<file path="src/logic/mshr_pkg.sv">
`default_nettype none

package mshr_pkg;

    // byte-granular physical address.
    localparam int addr_w = 15;

    // 16-byte lines.
    localparam int line_lsb = 4;
    localparam int line_w = addr_w - line_lsb;

    // miss status holding registers.
    localparam int entries = 8;
    localparam int idx_w = $clog2(entries);

    // one-hot mask over the load/store queue slots.
    localparam int slot_w = 8;

endpackage

`default_nettype wire

</file>
<file path="src/logic/fill_return.sv">
`timescale 1ns/100ps
`default_nettype none

module fill_return (
    input  logic                          clk,
    input  logic                          rst_n,
    input  logic                          fill_valid,
    input  logic                          empty,
    input  logic [mshr_pkg::slot_w-1:0]   head_rd,
    input  logic [mshr_pkg::slot_w-1:0]   head_sw,
    output logic                          dealloc,
    output logic                          wake_valid,
    output logic [mshr_pkg::slot_w-1:0]   wake_rd,
    output logic [mshr_pkg::slot_w-1:0]   wake_sw
);

    // stray fill with nothing outstanding is dropped.
    assign dealloc = fill_valid && !empty;

    always_ff @(posedge clk) begin
        if (!rst_n) begin
            wake_valid <= 1'b0;
            wake_rd    <= '0;
            wake_sw    <= '0;
        end else begin
            wake_valid <= dealloc;
            wake_rd    <= dealloc ? head_rd : '0; // masks only with the strobe.
            wake_sw    <= dealloc ? head_sw : '0;
        end
    end

endmodule

`default_nettype wire

</file>
<file path="src/logic/miss_issue.sv">
`timescale 1ns/100ps
`default_nettype none

module miss_issue (
    input  logic                          clk,
    input  logic                          rst_n,
    input  logic                          req_valid,
    input  logic [mshr_pkg::addr_w-1:0]   req_addr,
    input  logic                          hit,
    input  logic                          full,
    output logic                          alloc,
    output logic                          mem_req_valid,
    output logic [mshr_pkg::line_w-1:0]   mem_req_line,
    output logic                          reject
);

    logic new_line;

    assign new_line = req_valid && !hit; // merges stay inside the mshr.
    assign alloc    = new_line && !full;

    always_ff @(posedge clk) begin
        if (!rst_n) begin
            mem_req_valid <= 1'b0;
            reject        <= 1'b0;
        end else begin
            mem_req_valid <= alloc;
            reject        <= new_line && full;
        end
    end

    always_ff @(posedge clk) begin
        if (alloc) begin
            mem_req_line <= req_addr[mshr_pkg::addr_w-1:mshr_pkg::line_lsb];
        end
    end

endmodule

`default_nettype wire

</file>
<file path="src/logic/miss_unit.sv">
`timescale 1ns/100ps
`default_nettype none

module miss_unit (
    input  logic                          clk,
    input  logic                          rst_n,
    input  logic                          req_valid,
    input  logic [mshr_pkg::addr_w-1:0]   req_addr,
    input  logic [mshr_pkg::slot_w-1:0]   req_slot,
    input  logic                          req_is_store,
    input  logic                          fill_valid,
    output logic                          mem_req_valid,
    output logic [mshr_pkg::line_w-1:0]   mem_req_line,
    output logic                          reject,
    output logic                          wake_valid,
    output logic [mshr_pkg::slot_w-1:0]   wake_rd,
    output logic [mshr_pkg::slot_w-1:0]   wake_sw,
    output logic                          mshr_full
);

    logic                        hit;
    logic                        alloc;
    logic                        dealloc;
    logic                        empty;
    logic [mshr_pkg::slot_w-1:0] head_rd;
    logic [mshr_pkg::slot_w-1:0] head_sw;

    miss_issue issue_inst (
        .clk           (clk),
        .rst_n         (rst_n),
        .req_valid     (req_valid),
        .req_addr      (req_addr),
        .hit           (hit),
        .full          (mshr_full),
        .alloc         (alloc),
        .mem_req_valid (mem_req_valid),
        .mem_req_line  (mem_req_line),
        .reject        (reject)
    );

    mshr mshr_inst (
        .clk          (clk),
        .rst_n        (rst_n),
        .req_valid    (req_valid),
        .req_addr     (req_addr),
        .req_slot     (req_slot),
        .req_is_store (req_is_store),
        .alloc        (alloc),
        .dealloc      (dealloc),
        .hit          (hit),
        .full         (mshr_full),
        .empty        (empty),
        .head_rd      (head_rd),
        .head_sw      (head_sw)
    );

    fill_return fill_inst (
        .clk        (clk),
        .rst_n      (rst_n),
        .fill_valid (fill_valid),
        .empty      (empty),
        .head_rd    (head_rd),
        .head_sw    (head_sw),
        .dealloc    (dealloc),
        .wake_valid (wake_valid),
        .wake_rd    (wake_rd),
        .wake_sw    (wake_sw)
    );

endmodule

`default_nettype wire

</file>
<file path="src/logic/mshr.sv">
`timescale 1ns/100ps
`default_nettype none

module mshr (
    input  logic                          clk,
    input  logic                          rst_n,
    input  logic                          req_valid,
    input  logic [mshr_pkg::addr_w-1:0]   req_addr,
    input  logic [mshr_pkg::slot_w-1:0]   req_slot,
    input  logic                          req_is_store,
    input  logic                          alloc,
    input  logic                          dealloc,
    output logic                          hit,
    output logic                          full,
    output logic                          empty,
    output logic [mshr_pkg::slot_w-1:0]   head_rd,
    output logic [mshr_pkg::slot_w-1:0]   head_sw
);

    logic [mshr_pkg::line_w-1:0]                        req_line;
    logic [mshr_pkg::slot_w-1:0]                        req_rd;
    logic [mshr_pkg::slot_w-1:0]                        req_sw;
    logic [mshr_pkg::idx_w-1:0]                         pop_idx;
    logic [mshr_pkg::entries-1:0]                       pop_vec;
    logic [mshr_pkg::entries-1:0]                       hit_vec;
    logic [mshr_pkg::entries-1:0]                       upd_en;
    logic [mshr_pkg::entries-1:0]                       ent_valid;
    logic [mshr_pkg::entries-1:0][mshr_pkg::line_w-1:0] ent_line;
    logic [mshr_pkg::entries-1:0][mshr_pkg::slot_w-1:0] ent_rd;
    logic [mshr_pkg::entries-1:0][mshr_pkg::slot_w-1:0] ent_sw;
    logic [mshr_pkg::entries-1:0][mshr_pkg::slot_w-1:0] merged_rd;
    logic [mshr_pkg::entries-1:0][mshr_pkg::slot_w-1:0] merged_sw;

    assign req_line = req_addr[mshr_pkg::addr_w-1:mshr_pkg::line_lsb];
    assign req_rd   = req_is_store ? '0 : req_slot; // load slots.
    assign req_sw   = req_is_store ? req_slot : '0;

    // one-hot oldest entry while it is being freed.
    assign pop_vec = {{(mshr_pkg::entries - 1){1'b0}}, dealloc} << pop_idx;
    assign upd_en  = hit_vec & {mshr_pkg::entries{req_valid}};
    assign hit     = |hit_vec;

    // follows the queue head; dealloc only fires when not empty.
    always_ff @(posedge clk) begin
        if (!rst_n) begin
            pop_idx <= '0;
        end else if (dealloc) begin
            pop_idx <= pop_idx + 1'b1;
        end
    end

    mshr_queue queue_inst (
        .clk       (clk),
        .rst_n     (rst_n),
        .push      (alloc),
        .push_line (req_line),
        .push_rd   (req_rd),
        .push_sw   (req_sw),
        .pop       (dealloc),
        .upd_en    (upd_en),
        .upd_rd    (merged_rd),
        .upd_sw    (merged_sw),
        .ent_valid (ent_valid),
        .ent_line  (ent_line),
        .ent_rd    (ent_rd),
        .ent_sw    (ent_sw),
        .head_rd   (head_rd),
        .head_sw   (head_sw),
        .full      (full),
        .empty     (empty)
    );

    mshr_match match_inst (
        .req_line       (req_line),
        .req_rd         (req_rd),
        .req_sw         (req_sw),
        .head_idx_valid (pop_vec),
        .ent_valid      (ent_valid),
        .ent_line       (ent_line),
        .ent_rd         (ent_rd),
        .ent_sw         (ent_sw),
        .hit_vec        (hit_vec),
        .merged_rd      (merged_rd),
        .merged_sw      (merged_sw)
    );

endmodule

`default_nettype wire

</file>
<file path="src/logic/mshr_match.sv">
`timescale 1ns/100ps
`default_nettype none

module mshr_match (
    input  logic [mshr_pkg::line_w-1:0]                        req_line,
    input  logic [mshr_pkg::slot_w-1:0]                        req_rd,
    input  logic [mshr_pkg::slot_w-1:0]                        req_sw,
    input  logic [mshr_pkg::entries-1:0]                       head_idx_valid,
    input  logic [mshr_pkg::entries-1:0]                       ent_valid,
    input  logic [mshr_pkg::entries-1:0][mshr_pkg::line_w-1:0] ent_line,
    input  logic [mshr_pkg::entries-1:0][mshr_pkg::slot_w-1:0] ent_rd,
    input  logic [mshr_pkg::entries-1:0][mshr_pkg::slot_w-1:0] ent_sw,
    output logic [mshr_pkg::entries-1:0]                       hit_vec,
    output logic [mshr_pkg::entries-1:0][mshr_pkg::slot_w-1:0] merged_rd,
    output logic [mshr_pkg::entries-1:0][mshr_pkg::slot_w-1:0] merged_sw
);

    always_comb begin
        for (int i = 0; i < mshr_pkg::entries; i++) begin
            // an entry leaving this cycle can't take a merge.
            hit_vec[i] = ent_valid[i] && !head_idx_valid[i]
                         && (ent_line[i] == req_line);
            merged_rd[i] = ent_rd[i] | req_rd;
            merged_sw[i] = ent_sw[i] | req_sw;
        end
    end

endmodule

`default_nettype wire

</file>
<file path="src/logic/mshr_queue.sv">
`timescale 1ns/100ps
`default_nettype none

module mshr_queue (
    input  logic                                             clk,
    input  logic                                             rst_n,
    input  logic                                             push,
    input  logic [mshr_pkg::line_w-1:0]                      push_line,
    input  logic [mshr_pkg::slot_w-1:0]                      push_rd,
    input  logic [mshr_pkg::slot_w-1:0]                      push_sw,
    input  logic                                             pop,
    input  logic [mshr_pkg::entries-1:0]                     upd_en,
    input  logic [mshr_pkg::entries-1:0][mshr_pkg::slot_w-1:0] upd_rd,
    input  logic [mshr_pkg::entries-1:0][mshr_pkg::slot_w-1:0] upd_sw,
    output logic [mshr_pkg::entries-1:0]                     ent_valid,
    output logic [mshr_pkg::entries-1:0][mshr_pkg::line_w-1:0] ent_line,
    output logic [mshr_pkg::entries-1:0][mshr_pkg::slot_w-1:0] ent_rd,
    output logic [mshr_pkg::entries-1:0][mshr_pkg::slot_w-1:0] ent_sw,
    output logic [mshr_pkg::slot_w-1:0]                      head_rd,
    output logic [mshr_pkg::slot_w-1:0]                      head_sw,
    output logic                                             full,
    output logic                                             empty
);

    logic [mshr_pkg::idx_w-1:0] head;
    logic [mshr_pkg::idx_w-1:0] tail;
    logic [mshr_pkg::idx_w:0]   count;
    logic                       do_push;
    logic                       do_pop;

    assign full  = count[mshr_pkg::idx_w]; // count tops out at entries.
    assign empty = (count == '0);

    assign do_push = push && !full;
    assign do_pop  = pop && !empty;

    assign head_rd = ent_rd[head];
    assign head_sw = ent_sw[head];

    always_ff @(posedge clk) begin
        if (!rst_n) begin
            head      <= '0;
            tail      <= '0;
            count     <= '0;
            ent_valid <= '0;
        end else begin
            if (do_pop) begin
                ent_valid[head] <= 1'b0;
                head            <= head + 1'b1; // wraps at entries.
            end
            if (do_push) begin
                ent_valid[tail] <= 1'b1;
                tail            <= tail + 1'b1;
            end
            count <= count + (mshr_pkg::idx_w + 1)'(do_push)
                           - (mshr_pkg::idx_w + 1)'(do_pop);
        end
    end

    // line and masks.
    always_ff @(posedge clk) begin
        for (int i = 0; i < mshr_pkg::entries; i++) begin
            if (upd_en[i]) begin
                ent_rd[i] <= upd_rd[i];
                ent_sw[i] <= upd_sw[i];
            end
        end
        // tail is never a live entry, so no clash with an update.
        if (do_push) begin
            ent_line[tail] <= push_line;
            ent_rd[tail]   <= push_rd;
            ent_sw[tail]   <= push_sw;
        end
    end

endmodule

`default_nettype wire

</file>
<file path="config.mk">
export PLATFORM = sky130hd
export DESIGN_NAME = miss_unit
export DESIGN_NICKNAME = d
export VERILOG_FILES = /design/src/logic/mshr_pkg.sv /design/src/logic/fill_return.sv /design/src/logic/miss_issue.sv /design/src/logic/miss_unit.sv /design/src/logic/mshr.sv /design/src/logic/mshr_match.sv /design/src/logic/mshr_queue.sv
export SDC_FILE = /design/constraint.sdc
export NUM_CORES = 1
export LEC_CHECK = 0
export BUFFER_PORTS_ARGS = -buffer_cell sky130_fd_sc_hd__buf_2
export CORE_MARGIN = 5
export CORE_UTILIZATION = 45
export CTS_BUF_LIST = sky130_fd_sc_hd__clkbuf_2
export DETAILED_ROUTE_END_ITERATION = 12
export PLACE_DENSITY_LB_ADDON = 0.25
export SYNTH_ARGS = -nofsm -noshare
export SYNTH_HDL_FRONTEND = slang
export SYNTH_HIERARCHICAL = 1
export SYNTH_SLANG_ARGS = --single-unit
</file>
<file path="constraint.sdc">
create_clock -name clk -period 12 [get_ports clk]
set_clock_uncertainty 0.05 [all_clocks]
set_input_delay 2.4 -clock clk [delete_from_list [all_inputs] [get_ports clk]]
set_output_delay 2.4 -clock clk [all_outputs]
set_load 0.005 [all_outputs]
</file>
==> impl_metrics.ini <==
[synth]
synth_most_common_cell = dfxtp_1
yosysWarnings = 6
yosysUniqueCellTypes = 54
yosys_most_used_dff = dfxtp_1
ys_seq_area_frac = 0.473
synth_common_cells = dfxtp_1, mux2i_1, or2_2
synth-async-reset-ratio = 0
syn_inst = 1254
synth_nets = 1291
yosys-top-cells-area = dfxtp_1, edfxtp_1, mux2i_1, xnor2_1, or2_2
syn_avg_cell_area_um2 = 10.7
netlist_area_mm2 = 0.0134
yosys_register_bits = 267
synth_top_area_cell = dfxtp_1
synth-edff-count = 99
synth_top_area_frac = 0.251

[worst_setup_path]
critPathCaptureType = register
crit_top_cell = buf_4
worstPathMaxFanout = 38
cp-start-kind = input port
cp_slowest_cell = nor3_4
critPathKind = in2reg
required_ns = 12.42
critPathMaxStageDelay_ns = 0.63
worst_ep_arrival_time_ns = 6.90
cp_cell_sequence = buf_2, nor2b_2, nand2b_1, nor3_1, nor2b_1, nand4_1, nor3_2, nor4_1, nand2_1, nor3b_2, buf_4, nor2b_2, buf_4, inv_1, buf_4, nor3_4, buf_4

[global_route]
antenna_found_initial = 1
grt_use_total = 0.201
grt_first_pass_wirelength_um = 52700
grt_max_degree = 72
grt_pass1_vias = 9309
gr-total-overflow = 0

[drt]
firstDrtPassIters = 5
dr.first_iter.drc_count = 577
num_vias = 9541
antenna_left = 0
wl_per_cell_um = 19.2
drt_wl_total_um = 33400
via_per_inst = 5.48
drc_errors = 0

[clock_network]
ctsResizeCount = 0
cts_max_level = 3
cts_buffers = 73
cts.reportedPaths.clkPinSlew_ns = 0.09
clock_latency_ns = 0.85
cts_sinks = 267
post_cts_buffers = 0
clock_path_buffers = 3
cts-hold-fix-buffers = 0
cts_tree = done
root_buffer = clkbuf_2

[die]
io_pins = 59
start_util = 0.454
die_w_um = 182
num_rows = 63
die_h_um = 182
core-area_mm2 = 0.0295
dieArea_mm2 = 0.0333

[layout]
layout.nets = 1340
areaGrowthSynthToFinish_pct = 7.60
stdcell_count = 1740
layout-drive-gt1-share = 0.272

[power]
ir_drop_mv = 0.0858
powerDensity_mw_per_mm2 = 181
leakage_uw = 0.00524

[timing]
fin_crit_ns = 6.47
fmax_mhz = 154
period_share = 0.539
rsz0062_at_grt = no
worst_pin_slew_ns = 1.05
maxSlewHeadroom = 0.302
fin_tns_setup_ns = 0
finalSetupViolations = 0
drv_slew = 0
holdWs_ns = 0.427
postLayoutSetupSlackWorst_ns = 5.53
hold_viol = 0

[run_status]
status = finished, final reports clean

[placed_design]
preCtsSetupSlack_ns = 4.68
dpl.hpwl_um = 20000
place_inst = 1618
gp_congestion = 0.774
io_buffer_count = 54

[hold_path]
hold_class = reg2reg

[flow_run]
cap_viol_max_count = 0
==> cells in the final DEF, fill, tap and decap left out, types with 15 or more instances in the layout <==
master / Yosys / routed
a21oi_1: 67 / 67
and2_1: 27 / 27
buf_2: 58 / 54
buf_4: 1 / 22
clkbuf_2: 1 / 109
dfxtp_1: 168 / 165
edfxtp_1: 99 / 99
inv_1: 15 / 15
mux2i_1: 134 / 134
nand2_1: 51 / 51
nand4_1: 56 / 56
nor2_1: 47 / 47
nor2b_1: 25 / 24
nor4_1: 35 / 35
o21ai_0: 70 / 70
or2_2: 128 / 128
xnor2_1: 92 / 92
==> flip-flops by register name, summed over array words and instances, names as in the netlist <==
name and flops:
mshr_inst/queue_inst/head 3, issue_inst/reject 1, mshr_inst/queue_inst/ent_rd 64, fill_inst/wake_valid 1
mshr_inst/pop_idx 3, mshr_inst/queue_inst/count 4, fill_inst/wake_rd 8, mshr_inst/queue_inst/ent_line 88
fill_inst/wake_sw 8, issue_inst/mem_req_valid 1, mshr_inst/queue_inst/ent_valid 8, mshr_inst/queue_inst/ent_sw 64
issue_inst/mem_req_line 11, mshr_inst/queue_inst/tail 3
==> per-layer routing <==
metal,part of all wire,GRT usage,up-vias
li1,-,-,4627
met1,0.45,0.271,4586
met2,0.46,0.319,262
met3,0.055,0.0429,66
met4,0.026,0.0757,0
met5,0,0,-
==> final cells by class <==
cell class / instances / area (um^2)
Fill cell: 2766 / 15100
Multi-Input combinational cell: 870 / 6430
Sequential cell: 267 / 6340
Clock buffer: 109 / 546
Tap cell: 390 / 488
Timing Repair Buffer: 76 / 435
Clock inverter: 12 / 104
Inverter: 15 / 56.3
Antenna cell: 1 / 2.50
==> critical path: cells and delay by family <==
family                 cells  cell delay (ns)
buffers and inverters      6             1.90
AND/OR/NAND/NOR           11             2.55
==> worst paths after layout <==
check / from / end / slack, ns / cells past startpoint
min: mshr_inst/queue_inst/ent_valid[1]$_SDFF_PN0_ / mshr_inst/queue_inst/ent_valid[1]$_SDFF_PN0_ / 0.43 / 2
min reg2reg: mshr_inst/queue_inst/ent_valid[1]$_SDFF_PN0_ / mshr_inst/queue_inst/ent_valid[1]$_SDFF_PN0_ / 0.43 / 2
max reg2reg: mshr_inst/queue_inst/count[3]$_SDFF_PN0_ / mshr_inst/queue_inst/count[2]$_SDFF_PN0_ / 6.05 / 24
max: fill_valid / mshr_inst/queue_inst/ent_line[56]$_DFFE_PP_ / 5.53 / 17
==> where the power goes <==
part / switching (uW) / internal (uW) / total [uW] / leakage (uW)
clock network: 366 / 280 / 647 / 0.000504
logic: 404 / 353 / 758 / 0.00245
registers: 96.3 / 1110 / 1200 / 0.00228
total: 867 / 1740 / 2610 / 0.00524
==> through the flow <==
step / util / cell area (um^2) / power (uW)
after floorplan: - / 13400 / 1780
after global placement: 0.466 / 13700 / 1960
after detailed placement: 0.466 / 13700 / 1980
after CTS: 0.488 / 14400 / 2640
after global routing: 0.488 / 14400 / 2790
final: 0.488 / 14400 / 2610
==> logic make-up (layout without fill, tap and decap cells) <==
kind of cell	Yosys count	after routing	synth area share
other cells	0	1	0
buf+inv	117	212	0.0476
flops	267	267	0.473
mux	165	165	0.145
simple gates	424	424	0.189
compound gates	177	177	0.0745
xor+xnor	95	95	0.0622
fa+ha+maj	9	9	0.00898
Note: power is estimated with default switching activity, not from simulation.
